$ cat src/hw/aer_cfg.svh
// AER readout configuration
// Pixel array size, polarity width and group tiling of the event sensor readout
`ifndef AER_CFG_SVH
`define AER_CFG_SVH

// ----------------------------------------------------------------------
// Pixel array
// ----------------------------------------------------------------------
`define AER_ROWS        8                              // Pixel rows
`define AER_COLS        8                              // Pixel columns
`define AER_POLARITY    2                              // Bit 0 ON, bit 1 OFF
`define AER_ADDR_W      3                              // Pixel row or column address

// ----------------------------------------------------------------------
// Group tiling
// ----------------------------------------------------------------------
`define AER_GRP_SIZE    2                              // Side of one tile
`define AER_LOC_W       1                              // Address inside a tile
`define AER_GRP_ROWS    (`AER_ROWS / `AER_GRP_SIZE)    // Tile rows
`define AER_GRP_COLS    (`AER_COLS / `AER_GRP_SIZE)    // Tile columns
`define AER_NUM_GROUPS  16                             // Tiles in the array
`define AER_GRP_ADDR_W  2                              // Tile row or column index
`define AER_GRP_IDX_W   4                              // Row-major tile index

`endif
$ cat src/hw/aer_pkg.sv
// AER readout types
// Address and polarity types plus the FSM state encodings of the readout

`include "aer_cfg.svh"

package aer_pkg;

    // ----------------------------------------------------------------------
    // Addresses and polarity
    // ----------------------------------------------------------------------
    typedef logic [`AER_ADDR_W-1:0]   pix_addr_t;      // Full-array row or column
    typedef logic [`AER_LOC_W-1:0]    loc_addr_t;      // Row or column inside a tile
    typedef logic [`AER_POLARITY-1:0] pol_t;           // Bit 0 ON, bit 1 OFF

    // ----------------------------------------------------------------------
    // FSM states
    // ----------------------------------------------------------------------
    typedef enum logic [1:0]
    {
        GRP_IDLE,                                      // Waiting for bus ownership
        GRP_SERVE,                                     // Granting snapshot pixels
        GRP_RELEASE                                    // Handing the bus back
    } grp_state_e;

    typedef enum logic
    {
        ARB_IDLE,                                      // Picking the next tile
        ARB_BUSY                                       // One tile owns the bus
    } arb_state_e;

endpackage

$ cat src/hw/aer_readout_top.sv
// Event sensor readout top
// Tile grouping, round-robin bus arbiter and address-event encoder
`timescale 1ns/100ps
`include "aer_cfg.svh"

module aer_readout_top
(
    input  logic                                         clk_i,          // System clock
    input  logic                                         rst_n_i,        // Sync reset, active low
    input  aer_pkg::pol_t [`AER_ROWS-1:0][`AER_COLS-1:0] req_i,          // Pixel requests
    output logic [`AER_ROWS-1:0][`AER_COLS-1:0]          gnt_out_o,      // Pixel grant pulses
    output logic                                         event_valid_o,  // Event strobe
    output aer_pkg::pix_addr_t                           event_x_o,      // Pixel row
    output aer_pkg::pix_addr_t                           event_y_o,      // Pixel column
    output aer_pkg::pol_t                                event_pol_o     // ON and OFF bits
);

    import aer_pkg::*;

    logic [`AER_GRP_ROWS-1:0][`AER_GRP_COLS-1:0] grp_req;       // Idle tiles with requests
    logic [`AER_GRP_ROWS-1:0][`AER_GRP_COLS-1:0] grp_enable;    // Bus owner
    logic [`AER_GRP_SIZE-1:0][`AER_GRP_SIZE-1:0] grp_gnt;       // Owner's local grant
    loc_addr_t                                   grp_x;
    loc_addr_t                                   grp_y;
    logic                                        grp_release;

    pixel_groups_level_0 u_pixel_groups_level_0
    (
        .clk_i         (clk_i),
        .rst_n_i       (rst_n_i),
        .req_i         (req_i),
        .enable_i      (grp_enable),
        .req_o         (grp_req),
        .gnt_out_o     (gnt_out_o),
        .gnt_o         (grp_gnt),
        .x_add_o       (grp_x),
        .y_add_o       (grp_y),
        .active_o      (),                              // Busy level, observation only
        .grp_release_o (grp_release)
    );

    group_arbiter u_group_arbiter
    (
        .clk_i         (clk_i),
        .rst_n_i       (rst_n_i),
        .grp_req_i     (grp_req),
        .grp_release_i (grp_release),
        .grp_enable_o  (grp_enable)
    );

    aer_encoder u_aer_encoder
    (
        .clk_i         (clk_i),
        .rst_n_i       (rst_n_i),
        .req_i         (req_i),
        .grp_enable_i  (grp_enable),
        .gnt_i         (grp_gnt),
        .x_loc_i       (grp_x),
        .y_loc_i       (grp_y),
        .event_valid_o (event_valid_o),
        .event_x_o     (event_x_o),
        .event_y_o     (event_y_o),
        .event_pol_o   (event_pol_o)
    );

endmodule

$ cat src/hw/aer_encoder.sv
// Address-event encoder
// Joins the owner tile's position with the local grant address and emits a
// registered event with the pixel's polarity one cycle after the grant
`timescale 1ns/100ps
`include "aer_cfg.svh"

module aer_encoder
(
    input  logic                                         clk_i,          // System clock
    input  logic                                         rst_n_i,        // Sync reset, active low
    input  aer_pkg::pol_t [`AER_ROWS-1:0][`AER_COLS-1:0] req_i,          // Pixel requests
    input  logic [`AER_GRP_ROWS-1:0][`AER_GRP_COLS-1:0]  grp_enable_i,   // Bus owner, one-hot
    input  logic [`AER_GRP_SIZE-1:0][`AER_GRP_SIZE-1:0]  gnt_i,          // Owner's local grant
    input  aer_pkg::loc_addr_t                           x_loc_i,        // Local row
    input  aer_pkg::loc_addr_t                           y_loc_i,        // Local column
    output logic                                         event_valid_o,  // Event strobe
    output aer_pkg::pix_addr_t                           event_x_o,      // Pixel row
    output aer_pkg::pix_addr_t                           event_y_o,      // Pixel column
    output aer_pkg::pol_t                                event_pol_o     // ON and OFF bits
);

    import aer_pkg::*;

    logic [`AER_GRP_ADDR_W-1:0] grp_row;   // Row of the owner tile
    logic [`AER_GRP_ADDR_W-1:0] grp_col;   // Column of the owner tile
    pix_addr_t                  pix_x;
    pix_addr_t                  pix_y;
    logic                       fire;      // A pixel is granted this cycle

    always_comb
    begin
        grp_row = '0;
        grp_col = '0;
        for (int r = 0; r < `AER_GRP_ROWS; r++)
        begin
            for (int c = 0; c < `AER_GRP_COLS; c++)
            begin
                if (grp_enable_i[r][c])
                begin
                    grp_row = `AER_GRP_ADDR_W'(r);
                    grp_col = `AER_GRP_ADDR_W'(c);
                end
            end
        end
    end

    assign pix_x = {grp_row, x_loc_i};                  // Tile side is a power of two
    assign pix_y = {grp_col, y_loc_i};
    assign fire  = |gnt_i;

    // ----------------------------------------------------------------------
    // Output registers
    // ----------------------------------------------------------------------
    always_ff @(posedge clk_i)
    begin
        if (!rst_n_i)
            event_valid_o <= 1'b0;
        else
            event_valid_o <= fire;
    end

    always_ff @(posedge clk_i)
    begin
        if (fire)
        begin
            event_x_o   <= pix_x;
            event_y_o   <= pix_y;
            event_pol_o <= req_i[pix_x][pix_y];        // Request still high in grant cycle
        end
    end

endmodule

$ cat src/hw/group_arbiter.sv
// Round-robin owner of the shared event bus
// Enables one requesting tile at a time, starting after the last served
// tile in row-major order, and holds it until that tile releases
`timescale 1ns/100ps
`include "aer_cfg.svh"

module group_arbiter
(
    input  logic                                        clk_i,          // System clock
    input  logic                                        rst_n_i,        // Sync reset, active low
    input  logic [`AER_GRP_ROWS-1:0][`AER_GRP_COLS-1:0] grp_req_i,      // Tile requests
    input  logic                                        grp_release_i,  // Owner is done
    output logic [`AER_GRP_ROWS-1:0][`AER_GRP_COLS-1:0] grp_enable_o    // One-hot bus owner
);

    import aer_pkg::*;

    arb_state_e                  state_q;     // Arbiter FSM
    logic [`AER_GRP_IDX_W-1:0]   last_q;      // Last served tile, row-major
    logic [`AER_GRP_IDX_W-1:0]   next_idx;    // First requester after last_q
    logic [`AER_GRP_IDX_W-1:0]   cand;        // Tile under test in the search
    logic [`AER_NUM_GROUPS-1:0]  req_flat;    // Bit gr*COLS+gc is tile [gr][gc]
    logic [`AER_NUM_GROUPS-1:0]  enable_q;

    assign req_flat     = grp_req_i;
    assign grp_enable_o = enable_q;

    // ----------------------------------------------------------------------
    // Round-robin search
    // ----------------------------------------------------------------------
    // Walks from the farthest tile back to the nearest one, so the nearest
    // requester after last_q is the one left in next_idx
    always_comb
    begin
        next_idx = last_q;
        cand     = last_q;
        for (int i = `AER_NUM_GROUPS; i >= 1; i--)
        begin
            cand = last_q + `AER_GRP_IDX_W'(i);         // Wraps, last_q itself comes last
            if (req_flat[cand])
                next_idx = cand;
        end
    end

    always_ff @(posedge clk_i)
    begin
        if (!rst_n_i)
        begin
            state_q  <= ARB_IDLE;
            last_q   <= '1;                             // Tile 0 goes first
            enable_q <= '0;
        end
        else
        begin
            case (state_q)
                ARB_IDLE:
                begin
                    if (|req_flat)
                    begin
                        state_q  <= ARB_BUSY;
                        last_q   <= next_idx;
                        enable_q <= `AER_NUM_GROUPS'(1) << next_idx;
                    end
                end
                default:
                begin
                    if (grp_release_i)
                    begin
                        state_q  <= ARB_IDLE;           // Re-arbitrate next cycle
                        enable_q <= '0;
                    end
                end
            endcase
        end
    end

endmodule

$ cat src/hw/pixel_groups_level_0.sv
// First grouping level of the pixel array
// Cuts the array into 2x2 tiles, runs one tile arbiter per tile and selects
// the grant, address and release of the tile that owns the event bus
`timescale 1ns/100ps
`include "aer_cfg.svh"

module pixel_groups_level_0
(
    input  logic                                         clk_i,         // System clock
    input  logic                                         rst_n_i,       // Sync reset, active low
    input  aer_pkg::pol_t [`AER_ROWS-1:0][`AER_COLS-1:0] req_i,         // Pixel requests
    input  logic [`AER_GRP_ROWS-1:0][`AER_GRP_COLS-1:0]  enable_i,      // Bus owner, one-hot
    output logic [`AER_GRP_ROWS-1:0][`AER_GRP_COLS-1:0]  req_o,         // Tile requests
    output logic [`AER_ROWS-1:0][`AER_COLS-1:0]          gnt_out_o,     // Full-array grant
    output logic [`AER_GRP_SIZE-1:0][`AER_GRP_SIZE-1:0]  gnt_o,         // Owner's local grant
    output aer_pkg::loc_addr_t                           x_add_o,       // Owner's local row
    output aer_pkg::loc_addr_t                           y_add_o,       // Owner's local column
    output logic                                         active_o,      // Owner is serving
    output logic                                         grp_release_o  // Owner hands back
);

    import aer_pkg::*;

    logic [`AER_GRP_ROWS-1:0][`AER_GRP_COLS-1:0][`AER_GRP_SIZE-1:0][`AER_GRP_SIZE-1:0] tile_req;
    logic [`AER_GRP_ROWS-1:0][`AER_GRP_COLS-1:0][`AER_GRP_SIZE-1:0][`AER_GRP_SIZE-1:0] tile_gnt;
    loc_addr_t [`AER_GRP_ROWS-1:0][`AER_GRP_COLS-1:0] tile_x;        // Local rows per tile
    loc_addr_t [`AER_GRP_ROWS-1:0][`AER_GRP_COLS-1:0] tile_y;        // Local columns per tile
    logic [`AER_GRP_ROWS-1:0][`AER_GRP_COLS-1:0]      tile_active;
    logic [`AER_GRP_ROWS-1:0][`AER_GRP_COLS-1:0]      tile_release;

    // ----------------------------------------------------------------------
    // Tiling of requests and scatter of grants
    // ----------------------------------------------------------------------
    always_comb
    begin
        for (int gr = 0; gr < `AER_GRP_ROWS; gr++)
        begin
            for (int gc = 0; gc < `AER_GRP_COLS; gc++)
            begin
                for (int r = 0; r < `AER_GRP_SIZE; r++)
                begin
                    for (int c = 0; c < `AER_GRP_SIZE; c++)
                    begin
                        tile_req[gr][gc][r][c] =
                            |req_i[gr*`AER_GRP_SIZE + r][gc*`AER_GRP_SIZE + c];  // Either polarity
                        gnt_out_o[gr*`AER_GRP_SIZE + r][gc*`AER_GRP_SIZE + c] =
                            tile_gnt[gr][gc][r][c];
                    end
                end
            end
        end
    end

    for (genvar gr = 0; gr < `AER_GRP_ROWS; gr++)
    begin : g_row
        for (genvar gc = 0; gc < `AER_GRP_COLS; gc++)
        begin : g_col
            pixel_level_0 u_pixel_level_0
            (
                .clk_i         (clk_i),
                .rst_n_i       (rst_n_i),
                .enable_i      (enable_i[gr][gc]),
                .req_i         (tile_req[gr][gc]),
                .req_o         (req_o[gr][gc]),
                .gnt_o         (tile_gnt[gr][gc]),
                .x_add_o       (tile_x[gr][gc]),
                .y_add_o       (tile_y[gr][gc]),
                .active_o      (tile_active[gr][gc]),
                .grp_release_o (tile_release[gr][gc])
            );
        end
    end

    // ----------------------------------------------------------------------
    // One-hot select of the bus owner
    // ----------------------------------------------------------------------
    always_comb
    begin
        gnt_o         = '0;
        x_add_o       = '0;
        y_add_o       = '0;
        active_o      = 1'b0;
        grp_release_o = 1'b0;
        for (int gr = 0; gr < `AER_GRP_ROWS; gr++)
        begin
            for (int gc = 0; gc < `AER_GRP_COLS; gc++)
            begin
                if (enable_i[gr][gc])
                begin
                    gnt_o         = gnt_o | tile_gnt[gr][gc];  // At most one tile enabled
                    x_add_o       = x_add_o | tile_x[gr][gc];
                    y_add_o       = y_add_o | tile_y[gr][gc];
                    active_o      = active_o | tile_active[gr][gc];
                    grp_release_o = grp_release_o | tile_release[gr][gc];
                end
            end
        end
    end

endmodule

$ cat src/hw/pixel_level_0.sv
// Pixel arbiter of one 2x2 tile
// Takes a snapshot of the pending pixels when the tile gets the bus, grants
// them one per cycle in row-major order and then pulses release for a cycle
`timescale 1ns/100ps
`include "aer_cfg.svh"

module pixel_level_0
(
    input  logic                                        clk_i,          // System clock
    input  logic                                        rst_n_i,        // Sync reset, active low
    input  logic                                        enable_i,       // Bus owned by this tile
    input  logic [`AER_GRP_SIZE-1:0][`AER_GRP_SIZE-1:0] req_i,          // Tile pixel requests
    output logic                                        req_o,          // Tile request upward
    output logic [`AER_GRP_SIZE-1:0][`AER_GRP_SIZE-1:0] gnt_o,          // One-hot pixel grant
    output aer_pkg::loc_addr_t                          x_add_o,        // Local row of grant
    output aer_pkg::loc_addr_t                          y_add_o,        // Local column of grant
    output logic                                        active_o,       // Turn in progress
    output logic                                        grp_release_o   // Last cycle of the turn
);

    import aer_pkg::*;

    grp_state_e                                  state_q;     // Tile FSM
    grp_state_e                                  state_d;
    logic [`AER_GRP_SIZE-1:0][`AER_GRP_SIZE-1:0] mask_q;      // Pixels still owed a grant
    logic [`AER_GRP_SIZE-1:0][`AER_GRP_SIZE-1:0] mask_left;   // Mask after this cycle's grant
    logic                                        pick_found;  // Grant already placed

    assign req_o         = (state_q == GRP_IDLE) && (|req_i);  // Hidden while serving
    assign active_o      = (state_q != GRP_IDLE);
    assign grp_release_o = (state_q == GRP_RELEASE);
    assign mask_left     = mask_q & ~gnt_o;

    // ----------------------------------------------------------------------
    // Fixed row-major pick from the snapshot
    // ----------------------------------------------------------------------
    always_comb
    begin
        gnt_o      = '0;
        x_add_o    = '0;
        y_add_o    = '0;
        pick_found = 1'b0;
        if (state_q == GRP_SERVE)
        begin
            for (int r = 0; r < `AER_GRP_SIZE; r++)
            begin
                for (int c = 0; c < `AER_GRP_SIZE; c++)
                begin
                    if (mask_q[r][c] && !pick_found)
                    begin
                        gnt_o[r][c] = 1'b1;             // First pending pixel wins
                        x_add_o     = loc_addr_t'(r);
                        y_add_o     = loc_addr_t'(c);
                        pick_found  = 1'b1;
                    end
                end
            end
        end
    end

    always_comb
    begin
        state_d = state_q;
        case (state_q)
            GRP_IDLE:
            begin
                if (enable_i)
                    state_d = (|req_i) ? GRP_SERVE : GRP_RELEASE;  // Empty snapshot hands back
            end
            GRP_SERVE:
            begin
                if (mask_left == '0)
                    state_d = GRP_RELEASE;              // Last snapshot pixel granted
            end
            default: state_d = GRP_IDLE;                // Release lasts one cycle
        endcase
    end

    always_ff @(posedge clk_i)
    begin
        if (!rst_n_i)
        begin
            state_q <= GRP_IDLE;
            mask_q  <= '0;
        end
        else
        begin
            state_q <= state_d;
            if (state_q == GRP_IDLE && enable_i)
                mask_q <= req_i;                        // Late requests wait for the next turn
            else if (state_q == GRP_SERVE)
                mask_q <= mask_left;
        end
    end

endmodule

$ cat config.mk
export PLATFORM = sky130hd
export DESIGN_NAME = aer_readout_top
export DESIGN_NICKNAME = d
export VERILOG_FILES = /design/src/hw/aer_pkg.sv /design/src/hw/aer_readout_top.sv /design/src/hw/aer_encoder.sv /design/src/hw/group_arbiter.sv /design/src/hw/pixel_groups_level_0.sv /design/src/hw/pixel_level_0.sv
export VERILOG_INCLUDE_DIRS = /design/src /design/src/hw
export SDC_FILE = /design/constraint.sdc
export NUM_CORES = 1
export LEC_CHECK = 0
export BUFFER_PORTS_ARGS = -buffer_cell sky130_fd_sc_hd__buf_2
export CAP_MARGIN = 0
export CORE_UTILIZATION = 30
export CTS_CLUSTER_DIAMETER = 80
export DETAILED_ROUTE_END_ITERATION = 6
export PLACE_DENSITY = 0.44
export SKIP_CTS_REPAIR_TIMING = 1
export SYNTH_ARGS = -nofsm -noshare
export SYNTH_HDL_FRONTEND = slang
export SYNTH_SLANG_ARGS = --single-unit
$ cat constraint.sdc
create_clock -name clk_i -period 4.8 [get_ports clk_i]
set_input_delay 0.24 -clock clk_i [delete_from_list [all_inputs] [get_ports clk_i]]
set_output_delay 0.24 -clock clk_i [all_outputs]
set_load 0.005 [all_outputs]
==> results.py, run 1 <==
metrics = {
    "setup_path": {
        "worst_setup_path_start_kind": "flip-flop",
        "r2r_slack_ns": 0.44,
        "cpMaxStageDelayCell": "and3_2",
        "endpoint_kind": "flip-flop",
        "crit_fanout": 33,
        "critPathKind": "flip-flop to flip-flop",
        "r2r_end": "u_aer_encoder.event_pol_o[1]",
        "path_common_cell": "mux2i_1",
        "reg2reg_depth": 10,
        "slowest_delay_ns": 1.02,
        "crit_required_ns": 4.97,
        "crit_chain": "nor2b_1 > and3_1 > a221o_1 > a21o_1 > nor3_1 > and3_2 > mux2i_1 > mux4_2 > mux2i_1 > mux2i_1",
        "cp.arrival_ns": 4.52,
    },
    "sta": {
        "drv_slew": 0,
        "fmax_mhz": 230,
        "max_slew_margin_pct": 16.8,
        "finalSetupTns_ns": 0,
        "skew_ns": 0.0134,
        "fin_crit_sh_pct": 90.7,
        "grt_setup_unrepaired": "false",
        "setup_viol": 0,
        "tightest_slew_ns": 1.24,
        "hold_viol": 0,
        "fin_crit_ns": 4.36,
    },
    "synth": {
        "synth_compound_area_share_pct": 24.6,
        "synthSimpleGateAreaFrac_pct": 26.6,
        "synth_xor_area_share_pct": 1.24,
        "synthMuxAreaShare_pct": 19.0,
        "syn_avg_cell_area_um2": 8.14,
        "yosys.cell_types.count": 108,
        "synth-edff-count": 8,
        "synth_fp_nets": 1596,
        "synth_async_sr_flop_share_pct": 0,
        "synth-seq-cells": 126,
        "synth_fa_ha_area_share_pct": 1.83,
        "ys_warn_count": 0,
        "yosysSeqAreaShare_pct": 21.9,
        "syn_area_um2": 11900,
        "synth_cells": 1459,
        "synth_top_family_by_area": "simple AND/OR/NAND/NOR gates",
        "ys.flop_type": "dfxtp_1",
    },
    "floorplanning": {
        "dieArea_um2": 40400,
        "num_io_pins": 203,
        "die_h_um": 201,
        "die_x_um": 201,
        "core_um2": 38800,
        "start_util_pct": 30.6,
        "rows": 72,
    },
    "flow_run": {
        "maxCapViolations": 0,
    },
    "grt": {
        "grt_pass1_vias": 12200,
        "gr-total-overflow": 0,
        "grt_max_degree": 51,
        "grt_use_met3_pct": 3.73,
        "met1_usage_pct": 36.0,
        "grt_pass1_wl_um": 81300,
        "grt-busiest-layer": "met2",
        "antenna_found_initial": 0,
        "use_met2_pct": 43.3,
        "grt_usage_pct": 26.8,
    },
    "clocking": {
        "cts_sinks": 126,
        "tritoncts": "yes",
        "insertion_delay_ns": 0.44,
        "cts_buffers": 17,
        "cts_buffer_depth": 2,
        "cts_htree_levels": 4,
        "cts-root-buf": "clkbuf_16",
        "clk_pin_slew_worst_paths_ns": 0.06,
    },
    "hold_path": {
        "hp-start": "req_i[90]",
        "hold_depth": 3,
        "hold_path.class": "primary input to flip-flop",
    },
    "layout": {
        "final_util_pct": 36.3,
        "fin_nets": 1796,
        "syn_to_final_growth_pct": 18.7,
        "final_cell_mix": "buf_2, nor2_1, mux2i_1, dfxtp_1, nand2_1",
        "layout_commonest_cell": "buf_2",
        "drive_gt1_share_pct": 23.8,
    },
    "routing": {
        "routedWlPerCell_um": 25.4,
        "postRouteAntennaNets": 0,
        "drtIter0Drc": 1321,
        "routed_via_density": 6.03,
        "vias": 13200,
        "finalWirelength_um": 55600,
        "dr.pass1.iters": 7,
        "drc": 0,
    },
    "placed_design": {
        "gp_congestion": 0.973,
        "place_hpwl_um": 44500,
        "io_buffer_count": 202,
    },
    "pwr": {
        "p_per_area_nw_per_um2": 794,
        "leakage_uw": 0.00538,
        "peakVddDrop_mv": 0.783,
    },
    "status": {
        "outcome": "completed",
    },
}
worst max path at each step:
stage	endpoint	slack, ns	cells after the start	from
detailed placement	u_aer_encoder.event_pol_o[1]	0.46	10	flip-flop
global route	u_group_arbiter.grp_enable_o[9]	0.22	12	u_group_arbiter.last_q[1]
finish	u_aer_encoder.event_pol_o[1]	0.44	10	flip-flop
CTS	u_aer_encoder.event_pol_o[1]	0.43	10	flip-flop
floorplan	u_group_arbiter.grp_enable_o[8]	0.64	17	u_group_arbiter.last_q[0]
global placement	u_aer_encoder.event_pol_o[0]	0.42	10	flip-flop
state kept, by name, summed over array words and instances, names as in the netlist:
register / flops
u_aer_encoder.event_pol_o: 2
u_aer_encoder.event_valid_o: 1
u_aer_encoder.event_x_o: 3
u_aer_encoder.event_y_o: 3
u_group_arbiter.grp_enable_o: 16
u_group_arbiter.last_q: 4
u_group_arbiter.state_q: 1
u_pixel_groups_level_0.g_row.g_col.u_pixel_level_0.mask_q: 64
u_pixel_groups_level_0.g_row.g_col.u_pixel_level_0.state_q: 32
synth_stat cells, drive strengths merged, types with 10 or more instances:
cell type    n  area, µm²
a2111oi     10        139
a211oi      18        153
a21oi      100        508
a221oi      10       87.6
a22o        10       88.8
a22oi       15        118
and2        39        244
and3        14       87.6
and3b       11       96.3
buf         28        208
clkbuf      51        245
dfxtp      118       2360
inv         26       97.6
maj3        13        130
mux2i      140       1440
mux4        32        732
nand2      116        435
nand2b      14       87.6
nand3       26        130
nand3b      25        188
nand4       14       87.6
nor2       151        569
nor2b       14       87.6
nor3        43        215
nor3b       17        128
nor4        33        244
nor4b       15        131
o211ai      27        223
o21ai      110        566
o22ai       18        119
o31ai       20        165
or4         21        200
xnor2       12        113
worst max-delay path, delay by kind of cell, from the launching register on:
kind | cells | cell delay [ns]
AOI/OAI and AO/OA | 2 | 0.49
muxes | 4 | 1.36
and+or+nand+nor | 4 | 1.67
DFF | 1 | 0.54
final cells by class:
class,instances,area [µm²]
antenna,1,2.50
clock inverter,11,106
timing repair buffer,261,1450
tap,518,648
fill,4145,24700
multi-input combinational,1226,8720
sequential,126,2600
clock buffer,21,460
inverter,27,101
layer usage:
| metal | wire, µm | vias up |
|---|---|---|
| met2 | 25700 | 594 |
| met4 | 2110 | 0 |
| li1 | - | 6020 |
| met1 | 24200 | 6518 |
| met5 | 0 | - |
| met3 | 3610 | 90 |
through the flow:
stage / cell area, µm² / hold WS (ns) / std cells / total power (µW) / worst slack, ns
floorplan: 11900 / 0.362 / 1459 / 7410 / 0.636
global placement: 13500 / 0.480 / 2158 / 9810 / 0.421
detailed placement: 13500 / 0.478 / 2158 / 9770 / 0.455
CTS: 14100 / 0.113 / 2190 / 11100 / 0.434
global route: 14100 / 0.144 / 2190 / 11700 / 0.221
finish: 14100 / 0.127 / 2191 / 11200 / 0.445
cells by family (layout without fill, tap and decap cells):
kind of cell / count (synthesis) / in the layout
multiplexers: 179 / 179
adder cells (fa/ha/maj): 20 / 20
AND/OR/NAND/NOR: 583 / 583
XOR/XNOR: 16 / 16
buffers and inverters: 107 / 320
other: 0 / 1
flip-flops: 126 / 126
AO/OA/AOI/OAI: 428 / 428
where the power goes:
part           total (µW)  switching, µW  internal [µW]  leakage, µW
Clock                1300            550            745     0.000271
Sequential           1640            317           1320      0.00103
Combinational        8260           5070           3190      0.00408
No activity file was read; power rests on OpenSTA's default activity.
==> run 2: changes to the inputs <==
--- a/config.mk
+++ b/config.mk
@@ -8,10 +8,9 @@
 export LEC_CHECK = 0
 export BUFFER_PORTS_ARGS = -buffer_cell sky130_fd_sc_hd__buf_2
 export CAP_MARGIN = 0
-export CORE_UTILIZATION = 30
-export CTS_CLUSTER_DIAMETER = 80
+export CORE_UTILIZATION = 50
 export DETAILED_ROUTE_END_ITERATION = 6
-export PLACE_DENSITY = 0.44
+export PLACE_DENSITY = 0.68
 export SKIP_CTS_REPAIR_TIMING = 1
 export SYNTH_ARGS = -nofsm -noshare
 export SYNTH_HDL_FRONTEND = slang
==> results.py, run 2 (synthesis gave the netlist of run 1 again) <==
metrics = {
    "placed_design": {
        "io_buffer_count": 202,
        "gp_congestion": 1.06,
        "place_hpwl_um": 37000,
        "post_dp_cell_area_um2": 13100,
    },
    "grt": {
        "grt_pass1_vias": 11900,
        "grt_pass1_wl_um": 70000,
        "grt_max_degree": 75,
        "antenna_found_initial": 2,
        "gr-total-overflow": 0,
        "grt_usage_pct": 38.1,
    },
    "floorplanning": {
        "core_um2": 23400,
        "die_h_um": 156,
        "die_x_um": 156,
        "num_io_pins": 203,
        "start_util_pct": 50.7,
        "rows": 56,
        "dieArea_um2": 24400,
    },
    "routing": {
        "vias": 13400,
        "drc": 0,
        "routedWlPerCell_um": 24.0,
        "postRouteAntennaNets": 0,
        "dr.pass1.iters": 6,
        "finalWirelength_um": 47300,
        "routed_via_density": 6.78,
        "drtIter0Drc": 1787,
    },
    "clocking": {
        "clk_pin_slew_worst_paths_ns": 0.07,
        "cts-root-buf": "clkbuf_16",
        "cts_sinks": 126,
        "tritoncts": "yes",
        "cts_htree_levels": 4,
        "cts_buffers": 17,
        "insertion_delay_ns": 0.43,
        "cts_buffer_depth": 2,
    },
    "status": {
        "outcome": "completed",
    },
    "pwr": {
        "finalPower_uw": 11000,
        "peakVddDrop_mv": 0.597,
        "leakage_uw": 0.00532,
        "p_per_area_nw_per_um2": 801,
    },
    "sta": {
        "tightest_slew_ns": 1.24,
        "drv_slew": 0,
        "finalSetupTns_ns": 0,
        "hold_viol": 0,
        "setup_viol": 0,
        "max_slew_margin_pct": 17.5,
        "fmax_mhz": 226,
        "fin_crit_sh_pct": 92.1,
        "grt_setup_unrepaired": "false",
        "skew_ns": 0.0139,
        "fin_crit_ns": 4.42,
    },
    "setup_path": {
        "r2r_slack_ns": 0.38,
        "reg2reg_depth": 10,
        "endpoint_kind": "flip-flop",
        "critPathKind": "flip-flop to flip-flop",
        "worst_setup_path_start_kind": "flip-flop",
        "r2r_end": "u_aer_encoder.event_pol_o[0]",
        "crit_required_ns": 4.97,
        "cp.arrival_ns": 4.59,
        "crit_fanout": 33,
    },
    "layout": {
        "fillerInstances": 2245,
        "drive_gt1_share_pct": 23.0,
        "largest-register": "u_pixel_groups_level_0.g_row.g_col.u_pixel_level_0.mask_q",
        "n_antenna_cell": 0,
        "layout_commonest_cell": "buf_2",
        "final_cell_mix": "buf_2, nor2_1, mux2i_1, dfxtp_1, nand2_1",
        "syn_to_final_growth_pct": 15.9,
        "finalInstanceArea_um2": 13800,
        "fin_nets": 1778,
        "largest_register_ff_count": 64,
    },
    "hold_path": {
        "hp-start": "req_i[120]",
        "hold_path.class": "primary input to flip-flop",
        "hold_depth": 3,
    },
    "flow_run": {
        "maxCapViolations": 0,
    },
}
==> run 2: changes by cell type in the layout (fill, tap and decap cells not counted), sizes merged <==
cell	delta
buf	-18
bufinv	+2
clkbuf	-3
clkinv	-2
clkinvlp	-2
diode	-1
inv	+5
==> run 2: cell type report <==
cell class / instances / area (µm²) / share of cell area [%]
Multi-Input combinational cell: 1226 / 8720 / 63.3
Sequential cell: 126 / 2600 / 18.9
Timing Repair Buffer: 243 / 1320 / 9.58
Clock buffer: 18 / 429 / 3.12
Tap cell: 319 / 399 / 2.90
Clock inverter: 14 / 195 / 1.42
Inverter: 27 / 101 / 0.736
==> run 2: critical path: stages, from the launching register on <==
cell,delay [ns]
dfxtp_1,0.44
nor2b_1,0.23
and3_1,0.27
a221o_1,0.31
a21o_1,0.18
nor3_1,0.31
and3_2,1.03
mux2i_1,0.37
mux4_2,0.52
mux2i_1,0.35
mux2i_1,0.12
==> run 2: how the worst max path moves through the flow <==
| stage | from | to | slack (ns) | depth (start not counted) |
|---|---|---|---|---|
| 6_report | flip-flop | u_aer_encoder.event_pol_o[0] | 0.38 | 10 |
| 5_1_grt | u_group_arbiter.last_q[0] | u_group_arbiter.grp_enable_o[3] | 0.29 | 12 |
| 4_1_cts | flip-flop | u_aer_encoder.event_pol_o[0] | 0.47 | 10 |
| 3_5_place_dp | flip-flop | u_aer_encoder.event_pol_o[1] | 0.55 | 10 |
| 3_3_place_gp | flip-flop | u_aer_encoder.event_pol_o[0] | 0.58 | 10 |
| 2_1_floorplan | u_group_arbiter.last_q[0] | u_group_arbiter.grp_enable_o[8] | 0.64 | 17 |
==> run 2: per-layer routing <==
layer  vias to the layer above  part of all wire, %  track usage, %
li1                       5994                    -               -
met1                      6306                   40            50.3
met2                       917                   43            58.1
met3                       160                   11            7.42
met4                         2                  5.8            21.1
met5                         -                0.025               0
==> run 2: stage by stage <==
| step | cells | setup slack (ns) | hold WS, ns | utilization (%) |
|---|---|---|---|---|
| after floorplan | 1459 | 0.636 | 0.362 | - |
| after global placement | 1941 | 0.578 | 0.479 | 56.2 |
| after detailed placement | 1941 | 0.552 | 0.475 | 56.2 |
| after CTS | 1973 | 0.471 | 0.125 | 58.8 |
| after global routing | 1973 | 0.290 | 0.141 | 58.8 |
| final | 1973 | 0.381 | 0.128 | 58.8 |
==> run 2: power breakdown <==
part | switching [µW] | internal, µW | total (µW)
sequential | 344 | 1320 | 1660
clock | 573 | 841 | 1410
combinational | 4830 | 3120 | 7950
==> run 3: changes to the inputs <==
--- a/config.mk
+++ b/config.mk
@@ -6,11 +6,11 @@
 export SDC_FILE = /design/constraint.sdc
 export NUM_CORES = 1
 export LEC_CHECK = 0
-export BUFFER_PORTS_ARGS = -buffer_cell sky130_fd_sc_hd__buf_2
 export CAP_MARGIN = 0
-export CORE_UTILIZATION = 50
+export CORE_UTILIZATION = 55
 export DETAILED_ROUTE_END_ITERATION = 6
-export PLACE_DENSITY = 0.68
+export DONT_BUFFER_PORTS = 1
+export PLACE_DENSITY = 0.66
 export SKIP_CTS_REPAIR_TIMING = 1
 export SYNTH_ARGS = -nofsm -noshare
 export SYNTH_HDL_FRONTEND = slang
==> results.py, run 3 (synthesis gave the netlist of run 1 again) <==
metrics = {
    "grt": {
        "grt_max_degree": 60,
        "grt_pass1_vias": 11500,
        "gr-total-overflow": 0,
        "grt_pass1_wl_um": 69500,
        "grt_usage_pct": 41.9,
        "antenna_found_initial": 0,
    },
    "routing": {
        "drtIter0Drc": 1534,
        "route.met3.wl_um": 5560,
        "vias": 12500,
        "finalWirelength_um": 47000,
        "routedWlPerCell_um": 27.2,
        "dr.pass1.iters": 6,
        "routed_via_density": 7.23,
        "wl_met2_um": 20400,
        "drc": 0,
        "m1WireLength_um": 18200,
        "top_layer": "met4",
        "postRouteAntennaNets": 0,
    },
    "clocking": {
        "cts_sinks": 126,
        "cts_buffers": 17,
        "cts_buffer_depth": 2,
        "tritoncts": "yes",
        "cts-root-buf": "clkbuf_16",
        "cts_htree_levels": 4,
        "insertion_delay_ns": 0.45,
        "clk_pin_slew_worst_paths_ns": 0.07,
    },
    "sta": {
        "grt_setup_unrepaired": "false",
        "setup_viol": 0,
        "drv_slew": 0,
        "fmax_mhz": 225,
        "tightest_slew_ns": 1.17,
        "max_slew_margin_pct": 21.9,
        "fin_crit_ns": 4.45,
        "setup_slack_ns": 0.353,
        "skew_ns": 0.0150,
        "fin_crit_sh_pct": 92.6,
        "finalSetupTns_ns": 0,
        "hold_viol": 0,
    },
    "setup_path": {
        "crit_chain": "nand2b_1 > or3_1 > nor3b_1 > a22oi_1 > and4_1 > and3_2 > mux2i_1 > mux4_2 > mux2i_1 > mux2i_1",
        "worst_setup_path_start_kind": "flip-flop",
        "critPathKind": "flip-flop to flip-flop",
        "slowest_delay_ns": 0.99,
        "critPathTopFamily": "simple AND/OR/NAND/NOR gates",
        "crit_buf_inv": 0,
        "endpoint_kind": "flip-flop",
        "path_common_cell": "mux2i_1",
        "cp.arrival_ns": 4.63,
        "cpMaxStageDelayCell": "and3_2",
        "crit_fanout": 33,
        "crit_required_ns": 4.98,
    },
    "floorplanning": {
        "die_x_um": 149,
        "start_util_pct": 56.3,
        "die_h_um": 149,
        "core_um2": 21100,
        "num_io_pins": 203,
        "rows": 53,
        "dieArea_um2": 22200,
    },
    "pwr": {
        "leakage_uw": 0.00441,
        "p_int_uw": 5210,
        "seqPwrFrac_pct": 15.7,
        "switching_power_uw": 5690,
        "peakVddDrop_mv": 0.656,
        "p_per_area_nw_per_um2": 858,
        "combPwrFrac_pct": 71.7,
        "swShare_pct": 52.2,
        "pwr-share-clk_pct": 12.6,
    },
    "layout": {
        "fin_nets": 1577,
        "largest_register_ff_count": 64,
        "final_cell_mix": "nor2_1, mux2i_1, dfxtp_1, nand2_1, a21oi_1",
        "syn_to_final_growth_pct": 6.86,
        "largest-register": "u_pixel_groups_level_0.g_row.g_col.u_pixel_level_0.mask_q",
        "drive_gt1_share_pct": 12.3,
        "layout_commonest_cell": "nor2_1",
    },
    "hold_path": {
        "hold_path.class": "primary input to flip-flop",
    },
    "flow_run": {
        "maxCapViolations": 0,
    },
    "placed_design": {
        "pre_cts_ws_ns": 0.552,
        "place_hpwl_um": 36500,
        "io_buffer_count": 0,
        "gp_congestion": 1.06,
    },
    "status": {
        "outcome": "completed",
    },
}
==> run 3: cell count changes in the layout (fill, tap and decap cells not counted) <==
cell | previous run | this run
buf_2 | 202 | 0
bufinv_16 | 3 | 2
clkinv_4 | 1 | 3
diode_2 | 0 | 1
dlygate4sd3_1 | 0 | 1
inv_6 | 5 | 4
==> run 3: power groups by stage <==
stage	Sequential (µW)	Clock [µW]	Combinational [µW]
final	1710	1380	7810
after global routing	1740	1420	8260
after CTS	1690	1380	7610
after detailed placement	1710	0	7580
after global placement	1700	0	7530
after floorplan	1500	0	5910
==> run 3: path summary, 6_finish.rpt <==
kind | slack (ns) | endpoint | startpoint | depth (start not counted)
setup / recovery | 0.35 | u_aer_encoder.event_pol_o[1] | flip-flop | 10
hold / removal | 0.002 | flip-flop | req_i[31] | 2
hold reg to reg | 0.49 | flip-flop | flip-flop | 2
setup reg to reg | 0.35 | u_aer_encoder.event_pol_o[1] | flip-flop | 10
==> run 3: per-stage QoR <==
stage | instances | utilization, % | total power [µW] | instance area, µm² | hold WS, ns
after floorplan | 1459 | - | 7410 | 11900 | 0.362
after global routing | 1728 | 60.2 | 11400 | 12700 | 0.0122
final | 1729 | 60.2 | 10900 | 12700 | 0.00158
after detailed placement | 1695 | 57.3 | 9280 | 12100 | 0.343
after global placement | 1695 | 57.3 | 9230 | 12100 | 0.331
after CTS | 1727 | 60.1 | 10700 | 12700 | -0.115
==> run 3: area by class of cell <==
| type | instances | area, µm² |
|---|---|---|
| clock buffers | 18 | 429 |
| repair buffers | 42 | 318 |
| diodes | 1 | 2.50 |
| multi-input cells | 1226 | 8720 |
| clock inverters | 14 | 174 |
| well taps | 275 | 344 |
| inverters | 27 | 101 |
| fillers | 1954 | 8400 |
| flip-flops and latches | 126 | 2600 |
==> run 3: routing by layer <==
metal	global-route usage, %	vias to the layer above
li1	-	5584
met2	63.3	838
met3	11.2	148
met5	0	-
met4	24.7	0
met1	53.3	5930
